## src/bt_tx_macros.svh

```systemverilog
`ifndef BT_TX_MACROS_SVH
`define BT_TX_MACROS_SVH

// packet header and HEC
`define BT_HDR_BITS     10
`define BT_HEC_BITS     8
`define BT_HEC_POLY     8'hA7
`define BT_FEC13_REP    3

// payload CRC, CCITT
`define BT_CRC_BITS     16
`define BT_CRC_POLY     16'h1021

`define BT_WHITEN_BITS  7

// tx payload buffer
`define BT_BUF_WORDS    8
`define BT_BUF_AW       3
`define BT_MAX_PYBYTES  32
`define BT_PYBIT_W      9

`endif

```

## src/bt_tx_pkg.sv

```systemverilog
`include "bt_tx_macros.svh"

package bt_tx_pkg;

  typedef enum logic [3:0] {
    PK_NULL = 4'd0,
    PK_POLL = 4'd1,
    PK_DH1  = 4'd4,
    PK_AUX1 = 4'd9
  } pk_type_e;

  typedef enum logic [1:0] {
    ST_IDLE,
    ST_HEADER,
    ST_PAYLOAD
  } tx_state_e;

  // first field sits at the msb, so lt_addr[0] ends up at bit 0 and goes out first
  typedef struct packed {
    logic     seqn;
    logic     arqn;
    logic     flow;
    pk_type_e pk_type;
    logic [2:0] lt_addr;
  } bt_header_t;

  typedef struct packed {
    logic                   has_payload;
    logic                   has_crc;
    logic [`BT_PYBIT_W-1:0] pylenbit;    // payload bits, crc not counted
  } pktype_info_t;

  typedef struct packed {
    logic                  we;
    logic [`BT_BUF_AW-1:0] addr;
    logic [31:0]           din;
  } buf_wr_t;

endpackage

```

## src/allbitp_tx.sv

```systemverilog
`timescale 1ns/1ps
`include "bt_tx_macros.svh"

module allbitp_tx import bt_tx_pkg::*; (
  input  logic       clk_6M,
  input  logic       rstz,
  input  logic       p_1us,
  input  logic       tx_packet_st_p,
  input  bt_header_t hdr,
  input  logic [7:0] regi_uap,
  input  logic [5:0] clk_slot,
  input  logic       regi_txwhitening,
  input  logic [5:0] regi_payloadlen,
  input  buf_wr_t    host_wr,
  output logic       txbit,
  output logic       txbit_period,
  output logic       txbit_period_endp,
  output logic       py_endp
);

  pktype_info_t info;
  logic [$clog2(`BT_MAX_PYBYTES)-1:0] byte_addr;
  logic [7:0] byte_data;
  logic load, hdr_shift, py_shift, wh_step;
  logic hdr_bit, hdr_last, py_bit, py_last, wh_bit;

  pktype_decode u_pktype_decode (
    .pk_type         (hdr.pk_type),
    .regi_payloadlen (regi_payloadlen),
    .info            (info)
  );

  tx_payload_buf u_tx_payload_buf (
    .clk_6M    (clk_6M),
    .rstz      (rstz),
    .host_wr   (host_wr),
    .byte_addr (byte_addr),
    .byte_data (byte_data)
  );

  whitening_lfsr u_whitening_lfsr (
    .clk_6M   (clk_6M),
    .rstz     (rstz),
    .load     (load),
    .wh_step  (wh_step),
    .clk_slot (clk_slot),
    .wh_bit   (wh_bit)
  );

  header_bitp u_header_bitp (
    .clk_6M    (clk_6M),
    .rstz      (rstz),
    .load      (load),
    .hdr_shift (hdr_shift),
    .hdr       (hdr),
    .regi_uap  (regi_uap),
    .hdr_bit   (hdr_bit),
    .hdr_last  (hdr_last)
  );

  payload_bitp u_payload_bitp (
    .clk_6M    (clk_6M),
    .rstz      (rstz),
    .load      (load),
    .py_shift  (py_shift),
    .info      (info),
    .regi_uap  (regi_uap),
    .byte_data (byte_data),
    .byte_addr (byte_addr),
    .py_bit    (py_bit),
    .py_last   (py_last)
  );

  tx_sequencer u_tx_sequencer (
    .clk_6M            (clk_6M),
    .rstz              (rstz),
    .p_1us             (p_1us),
    .tx_packet_st_p    (tx_packet_st_p),
    .info              (info),
    .regi_txwhitening  (regi_txwhitening),
    .hdr_bit           (hdr_bit),
    .hdr_last          (hdr_last),
    .py_bit            (py_bit),
    .py_last           (py_last),
    .wh_bit            (wh_bit),
    .load              (load),
    .hdr_shift         (hdr_shift),
    .py_shift          (py_shift),
    .wh_step           (wh_step),
    .txbit             (txbit),
    .txbit_period      (txbit_period),
    .txbit_period_endp (txbit_period_endp),
    .py_endp           (py_endp)
  );

endmodule

```

## src/header_bitp.sv

```systemverilog
`timescale 1ns/1ps
`include "bt_tx_macros.svh"

module header_bitp import bt_tx_pkg::*; (
  input  logic       clk_6M,
  input  logic       rstz,
  input  logic       load,
  input  logic       hdr_shift,
  input  bt_header_t hdr,
  input  logic [7:0] regi_uap,
  output logic       hdr_bit,
  output logic       hdr_last
);

  localparam int HDR_TOTAL = `BT_HDR_BITS + `BT_HEC_BITS;

  logic [`BT_HDR_BITS-1:0]   hdr_sr;
  logic [`BT_HEC_BITS-1:0]   hec_reg;
  logic [4:0]                bit_cnt;
  logic [1:0]                rep;
  logic                      in_hdr;
  logic                      rep_done;
  logic                      hec_fb;

  assign in_hdr   = (bit_cnt < `BT_HDR_BITS);
  assign rep_done = (rep == `BT_FEC13_REP - 1);
  assign hec_fb   = hdr_sr[0] ^ hec_reg[`BT_HEC_BITS-1];

  always_ff @(posedge clk_6M or negedge rstz)
  begin
    if (!rstz)
    begin
      bit_cnt <= '0;
      rep     <= '0;
    end
    else if (load)
    begin
      bit_cnt <= '0;
      rep     <= '0;
    end
    else if (hdr_shift)
    begin
      rep <= rep_done ? 2'd0 : rep + 2'd1;
      if (rep_done)
        bit_cnt <= bit_cnt + 5'd1;
    end
  end

  // data moves only after the third copy of a bit
  always_ff @(posedge clk_6M)
  begin
    if (load)
    begin
      hdr_sr  <= hdr;
      hec_reg <= regi_uap;
    end
    else if (hdr_shift && rep_done)
    begin
      if (in_hdr)
      begin
        hdr_sr  <= hdr_sr >> 1;
        hec_reg <= {hec_reg[`BT_HEC_BITS-2:0], 1'b0} ^ (hec_fb ? `BT_HEC_POLY : 8'h00);
      end
      else
        hec_reg <= {hec_reg[`BT_HEC_BITS-2:0], 1'b0};
    end
  end

  assign hdr_bit  = in_hdr ? hdr_sr[0] : hec_reg[`BT_HEC_BITS-1];
  assign hdr_last = (bit_cnt == HDR_TOTAL - 1) && rep_done;

endmodule

```

## src/payload_bitp.sv

```systemverilog
`timescale 1ns/1ps
`include "bt_tx_macros.svh"

module payload_bitp import bt_tx_pkg::*; (
  input  logic                               clk_6M,
  input  logic                               rstz,
  input  logic                               load,
  input  logic                               py_shift,
  input  pktype_info_t                       info,
  input  logic [7:0]                         regi_uap,
  input  logic [7:0]                         byte_data,
  output logic [$clog2(`BT_MAX_PYBYTES)-1:0] byte_addr,
  output logic                               py_bit,
  output logic                               py_last
);

  localparam int BA_W = $clog2(`BT_MAX_PYBYTES);

  logic [`BT_PYBIT_W-1:0]  bit_cnt;
  logic [`BT_PYBIT_W-1:0]  total_bits;
  logic [`BT_CRC_BITS-1:0] crc_reg;
  logic                    in_data;
  logic                    data_bit;
  logic                    crc_fb;

  assign total_bits = info.pylenbit + (info.has_crc ? `BT_PYBIT_W'(`BT_CRC_BITS) : '0);
  assign in_data    = (bit_cnt < info.pylenbit);

  assign byte_addr = bit_cnt[BA_W+2:3];
  assign data_bit  = byte_data[bit_cnt[2:0]];   // lsb first
  assign crc_fb    = data_bit ^ crc_reg[`BT_CRC_BITS-1];

  always_ff @(posedge clk_6M or negedge rstz)
  begin
    if (!rstz)
      bit_cnt <= '0;
    else if (load)
      bit_cnt <= '0;
    else if (py_shift)
      bit_cnt <= bit_cnt + 1'b1;
  end

  always_ff @(posedge clk_6M)
  begin
    if (load)
      crc_reg <= {8'h00, regi_uap};
    else if (py_shift)
    begin
      if (in_data)
        crc_reg <= {crc_reg[`BT_CRC_BITS-2:0], 1'b0} ^
                   (crc_fb ? `BT_CRC_POLY : 16'h0000);
      else
        crc_reg <= {crc_reg[`BT_CRC_BITS-2:0], 1'b0};  // crc out, msb first
    end
  end

  assign py_bit  = in_data ? data_bit : crc_reg[`BT_CRC_BITS-1];
  assign py_last = (bit_cnt == total_bits - 1'b1);

endmodule

```

## src/pktype_decode.sv

```systemverilog
`timescale 1ns/1ps
`include "bt_tx_macros.svh"

module pktype_decode import bt_tx_pkg::*; (
  input  pk_type_e     pk_type,
  input  logic [5:0]   regi_payloadlen,
  output pktype_info_t info
);

  localparam logic [5:0] DH1_MAXBYTES  = 6'd27;
  localparam logic [5:0] AUX1_MAXBYTES = 6'd29;

  logic [5:0] pybytes;

  always_comb
  begin
    info.has_crc = 1'b0;
    pybytes      = '0;
    case (pk_type)
      PK_DH1:
      begin
        info.has_crc = 1'b1;
        pybytes = (regi_payloadlen > DH1_MAXBYTES) ? DH1_MAXBYTES : regi_payloadlen;
      end
      PK_AUX1:
      begin
        pybytes = (regi_payloadlen > AUX1_MAXBYTES) ? AUX1_MAXBYTES : regi_payloadlen;
      end
      default: ; // header only for NULL, POLL and unused codes
    endcase
    info.pylenbit = {pybytes, 3'b000};
    // DH1 of length 0 still sends its crc
    info.has_payload = (pybytes != '0) || info.has_crc;
  end

endmodule

```

## src/tx_payload_buf.sv

```systemverilog
`timescale 1ns/1ps
`include "bt_tx_macros.svh"

module tx_payload_buf import bt_tx_pkg::*; (
  input  logic                               clk_6M,
  input  logic                               rstz,
  input  buf_wr_t                            host_wr,
  input  logic [$clog2(`BT_MAX_PYBYTES)-1:0] byte_addr,
  output logic [7:0]                         byte_data
);

  logic [31:0] mem [`BT_BUF_WORDS];

  always_ff @(posedge clk_6M or negedge rstz)
  begin
    if (!rstz)
    begin
      for (int i = 0; i < `BT_BUF_WORDS; i++)
        mem[i] <= '0;
    end
    else if (host_wr.we)
    begin
      mem[host_wr.addr] <= host_wr.din;
    end
  end

  // byte 0 is bits 7:0 of word 0
  assign byte_data = mem[byte_addr[$clog2(`BT_MAX_PYBYTES)-1:2]][8*byte_addr[1:0] +: 8];

endmodule

```

## src/tx_sequencer.sv

```systemverilog
`timescale 1ns/1ps
`include "bt_tx_macros.svh"

module tx_sequencer import bt_tx_pkg::*; (
  input  logic         clk_6M,
  input  logic         rstz,
  input  logic         p_1us,
  input  logic         tx_packet_st_p,
  input  pktype_info_t info,
  input  logic         regi_txwhitening,
  input  logic         hdr_bit,
  input  logic         hdr_last,
  input  logic         py_bit,
  input  logic         py_last,
  input  logic         wh_bit,
  output logic         load,
  output logic         hdr_shift,
  output logic         py_shift,
  output logic         wh_step,
  output logic         txbit,
  output logic         txbit_period,
  output logic         txbit_period_endp,
  output logic         py_endp
);

  tx_state_e  state;
  logic [1:0] rep;
  logic       raw_bit;
  logic       tx_next;

  // start only from a fully idle machine, busy pulses are dropped
  assign load      = (state == ST_IDLE) && !txbit_period && tx_packet_st_p;
  assign hdr_shift = p_1us && (state == ST_HEADER);
  assign py_shift  = p_1us && (state == ST_PAYLOAD);
  assign wh_step   = py_shift || (hdr_shift && rep == `BT_FEC13_REP - 1);

  assign raw_bit = (state == ST_PAYLOAD) ? py_bit : hdr_bit;
  assign tx_next = raw_bit ^ (regi_txwhitening & wh_bit);

  always_ff @(posedge clk_6M or negedge rstz)
  begin
    if (!rstz)
    begin
      state             <= ST_IDLE;
      rep               <= '0;
      txbit             <= 1'b0;
      txbit_period      <= 1'b0;
      txbit_period_endp <= 1'b0;
      py_endp           <= 1'b0;
    end
    else
    begin
      txbit_period_endp <= 1'b0;
      py_endp           <= 1'b0;
      if (load)
      begin
        state <= ST_HEADER;
        rep   <= '0;
      end
      else if (p_1us)
      begin
        case (state)
          ST_HEADER:
          begin
            txbit        <= tx_next;
            txbit_period <= 1'b1;
            rep          <= (rep == `BT_FEC13_REP - 1) ? 2'd0 : rep + 2'd1;
            if (hdr_last)
              state <= info.has_payload ? ST_PAYLOAD : ST_IDLE;
          end
          ST_PAYLOAD:
          begin
            txbit <= tx_next;
            if (py_last)
              state <= ST_IDLE;
          end
          default:
          begin
            // idle with period still high: last bit just went out
            if (txbit_period)
            begin
              txbit             <= 1'b0;
              txbit_period      <= 1'b0;
              txbit_period_endp <= 1'b1;
              py_endp           <= info.has_payload;
            end
          end
        endcase
      end
    end
  end

endmodule

```

## src/whitening_lfsr.sv

```systemverilog
`timescale 1ns/1ps
`include "bt_tx_macros.svh"

module whitening_lfsr (
  input  logic       clk_6M,
  input  logic       rstz,
  input  logic       load,
  input  logic       wh_step,
  input  logic [5:0] clk_slot,   // CLK[6:1]
  output logic       wh_bit
);

  logic [`BT_WHITEN_BITS-1:0] wh_reg;

  // x^7 + x^4 + 1, fibonacci form
  always_ff @(posedge clk_6M or negedge rstz)
  begin
    if (!rstz)
      wh_reg <= '0;
    else if (load)
      wh_reg <= {1'b1, clk_slot};
    else if (wh_step)
      wh_reg <= {wh_reg[`BT_WHITEN_BITS-2:0], wh_reg[6] ^ wh_reg[3]};
  end

  assign wh_bit = wh_reg[`BT_WHITEN_BITS-1];

endmodule
```

## config.mk

```make
export PLATFORM = sky130hd
export DESIGN_NAME = allbitp_tx
export DESIGN_NICKNAME = d
export VERILOG_FILES = /design/src/bt_tx_pkg.sv /design/src/allbitp_tx.sv /design/src/header_bitp.sv /design/src/payload_bitp.sv /design/src/pktype_decode.sv /design/src/tx_payload_buf.sv /design/src/tx_sequencer.sv /design/src/whitening_lfsr.sv
export VERILOG_INCLUDE_DIRS = /design/src
export SDC_FILE = /design/constraint.sdc
export NUM_CORES = 1
export LEC_CHECK = 0
export BUFFER_PORTS_ARGS = -buffer_cell sky130_fd_sc_hd__buf_4
export CELL_PAD_IN_SITES_DETAIL_PLACEMENT = 1
export CELL_PAD_IN_SITES_GLOBAL_PLACEMENT = 2
export CORE_ASPECT_RATIO = 0.6
export CORE_MARGIN = 5
export CORE_UTILIZATION = 40
export CTS_CLUSTER_SIZE = 30
export DETAILED_ROUTE_END_ITERATION = 8
export PLACE_DENSITY_LB_ADDON = 0.1
export SYNTH_ARGS = -nofsm -noshare
export SYNTH_HDL_FRONTEND = slang
export SYNTH_SLANG_ARGS = --single-unit
```

## constraint.sdc

```tcl
create_clock -name clk_6M -period 2.44 [get_ports clk_6M]
set_input_delay 0.488 -clock clk_6M [delete_from_list [all_inputs] [get_ports clk_6M]]
set_output_delay 0.488 -clock clk_6M [all_outputs]
set_load 0.03 [all_outputs]
```

==> results.ini <==
[outcome]
violations=negative setup slack
run_status=complete, but fails checks

[timing]
hold_viol=0
fin_ws_ns=-0.7099
worst_slew_pin_slew_ns=0.6374
fmax_mhz=317.5
max-slew-margin-rel_pct=57.35
finalSetupTns_ns=-3.466
rsz0062_at_grt=true
hold-worst-slack_ns=0.2299
post-route-period-util_pct=129.1
finalCriticalPeriod_ns=3.150
drv_slew=0
fin_skew_ns=0.03514
setup_viol_count_final=6

[synth]
ys_ff_latch=321
yosysMostFrequentCell=dfrtp_1
synth_top_area_share_pct=47.23
synth_commonest_cells=dfrtp_1 (287), mux2_2 (263), nand2_1 (126)
yosysSeqAreaShare_pct=53.42
async_flop_share_pct=89.41
netlist_instances=1141
synth_area_leader_cell=dfrtp_1
synth_edf_count=26
syn_area_per_cell_um2=13.33
synthDistinctLibCells=65
syn_area_mm2=0.01521
yosys_warnings=0
synthTopCellsByArea=dfrtp_1 (47%), mux2_2 (19%), mux4_2 (8.0%)
ys.flop_type=dfrtp_1

[global_routing]
grt_use_met3_pct=2.953
grtUsageTotal_pct=20.22
grt_max_degree=59
grt_pass1_vias=10700
grt_use_met1_pct=33.00
antenna_found_initial=0
grt-busiest-layer=met1
grt_pass1_wl_um=66250
met2_usage_pct=28.92
grt.overflow.total=0

[cells_and_area]
final_cells=1834
diodes=0
syn_to_final_growth_pct=22.12
drive_above_1_share_pct=45.42
largest_reg_flops=256
final_core_util_pct=49.33
nets=1393

[worst_setup_path]
required_ns=2.82
crit_family=compound AO/OA/AOI/OAI gates
r2r-end=u_tx_sequencer.txbit
crit_fanout=6
worstSetupPathType=flip-flop to flip-flop
end_kind=flip-flop
cp_slowest_stage_delay_ns=0.54
reg2reg_depth=12
r2r_slack_ns=-0.71
crit_slowest_cell=mux4_2
r2r_start=u_payload_bitp.bit_cnt[5]
path_cells=buf_12 > buf_8 > mux4_2 > a31oi_1 > o211ai_1 > nand4_1 > a21oi_2 > o32ai_4 > buf_4 > mux2_4 > a211oi_2 > a221o_1
crit_arrival_ns=3.53
startpoint_type=flip-flop
path_buf_inv=3

[power]
irDropWorstVdd_v=0.0004488
powerDensity_mw_per_mm2=863.2
leakage_nw=7.793
finalPower_mw=16.03

[floorplanning]
coreArea_mm2=0.03764
dieArea_mm2=0.04214
die_w_um=261.7
io_pins=75
start_util_pct=40.40
num_rows=55
fp.dieH_um=161.0

[placement]
place_congestion=0.7935
dp.cells=1770
io_buffers=74
dpl.hpwl_um=27740

[route]
routedWlPerCell_um=22.75
postRouteAntennaNets=0
viasPerCell=5.369
first_pass_iters=4
drc=0
drt-total-wl_um=41720
via_count=9846
drt_iter0_drc=471

[clocking]
clk_pin_slew_worst_paths_ns=0.06
clk_latency_ns=0.53
cts_tree=built
htree_levels=2
cts.path.max_buffers=3
numCtsBuffers=34
root_buffer=clkbuf_16
clock-sinks=321

[worst_hold_path]
hold_class=primary input to flip-flop
hold_path_end=u_header_bitp.hdr_sr[7]
min_from=hdr[7]
hold_depth=3

[flow_run]
maxCapViolCount=0

-- how the worst max path moves through the flow --
stage               slack, ns                         to  cells after the start                 startpoint
finish                  -0.71       u_tx_sequencer.txbit                     12  u_payload_bitp.bit_cnt[5]
global route            -0.81  u_payload_bitp.crc_reg[5]                     11  u_payload_bitp.bit_cnt[5]
CTS                     -0.68       u_tx_sequencer.txbit                     12  u_payload_bitp.bit_cnt[5]
detailed placement      -1.16    u_tx_sequencer.state[1]                     16                     hdr[6]
global placement        -1.05    u_tx_sequencer.state[1]                     16                     hdr[6]
floorplan               -0.62    u_tx_sequencer.state[1]                     16         regi_payloadlen[5]
-- stage by stage --
stage / setup slack [ns] / area, µm²
global route: -0.8135 / 18570
global placement: -1.052 / 17230
detailed placement: -1.164 / 17230
CTS: -0.6823 / 18480
finish: -0.7099 / 18570
floorplan: -0.6202 / 15250
-- logic make-up (layout without fill, tap and decap cells) --
| kind of cell | after synthesis | after routing | share of synthesized area (%) |
|---|---|---|---|
| AO/OA/AOI/OAI | 97 | 97 | 4.337 |
| XOR/XNOR | 26 | 26 | 1.498 |
| adder cells (fa/ha/maj) | 20 | 20 | 1.695 |
| buffers and inverters | 85 | 264 | 2.567 |
| flip-flops | 321 | 321 | 53.42 |
| multiplexers | 339 | 339 | 28.92 |
| other | 1 | 2 | 0.02466 |
| AND/OR/NAND/NOR | 252 | 252 | 7.537 |
-- layout by cell type (no fill, tap or decap), types with 20 or more instances in the layout --
| cell type | instances |
|---|---|
| nor2_1 | 46 |
| mux2_2 | 262 |
| buf_4 | 163 |
| mux4_2 | 54 |
| buf_12 | 20 |
| dfrtp_1 | 285 |
| edfxtp_1 | 26 |
| clkbuf_16 | 34 |
| nand2_1 | 125 |
-- cell type report --
class | instances | area (µm²)
clock inverters | 7 | 51.30
well taps | 513 | 641.9
inverters | 15 | 56.30
repair buffers | 194 | 1762
flip-flops and latches | 321 | 8128
clock buffers | 48 | 973.4
multi-input cells | 736 | 6957
fillers | 3780 | 19070
-- worst min-delay path, stage by stage --
cell	delay, ns
buf_4	0.07
nand2_1	0.04
nand2_1	0.04
-- where the power goes --
group,internal (mW),switching (mW),total (mW),leakage (nW)
Clock,2.77,2.14,4.91,0.500
Sequential,6.72,0.691,7.42,3.77
Combinational,1.97,1.73,3.70,3.52
Total,11.5,4.56,16.0,7.79
-- routing by layer --
layer / up-vias / wire length [µm] / share of wire [%]
li1: 4472 / - / -
met3: 44 / 1692 / 4.1
met2: 125 / 17650 / 42
met4: 0 / 561 / 1.3
met5: - / 0 / 0
met1: 5205 / 21820 / 52
-- what timing repair did --
| item | CTS | global route |
|---|---|---|
| hold buffers | 1 | 0 |
| pin swaps | 15 | 10 |
| setup endpoints to repair | 6 | 6 |
| gates resized for setup | 35 | 16 |
| endpoints found under the hold margin | 50 | 0 |
| setup buffers | 7 | 2 |
Note: power is estimated with default switching activity, not from simulation.
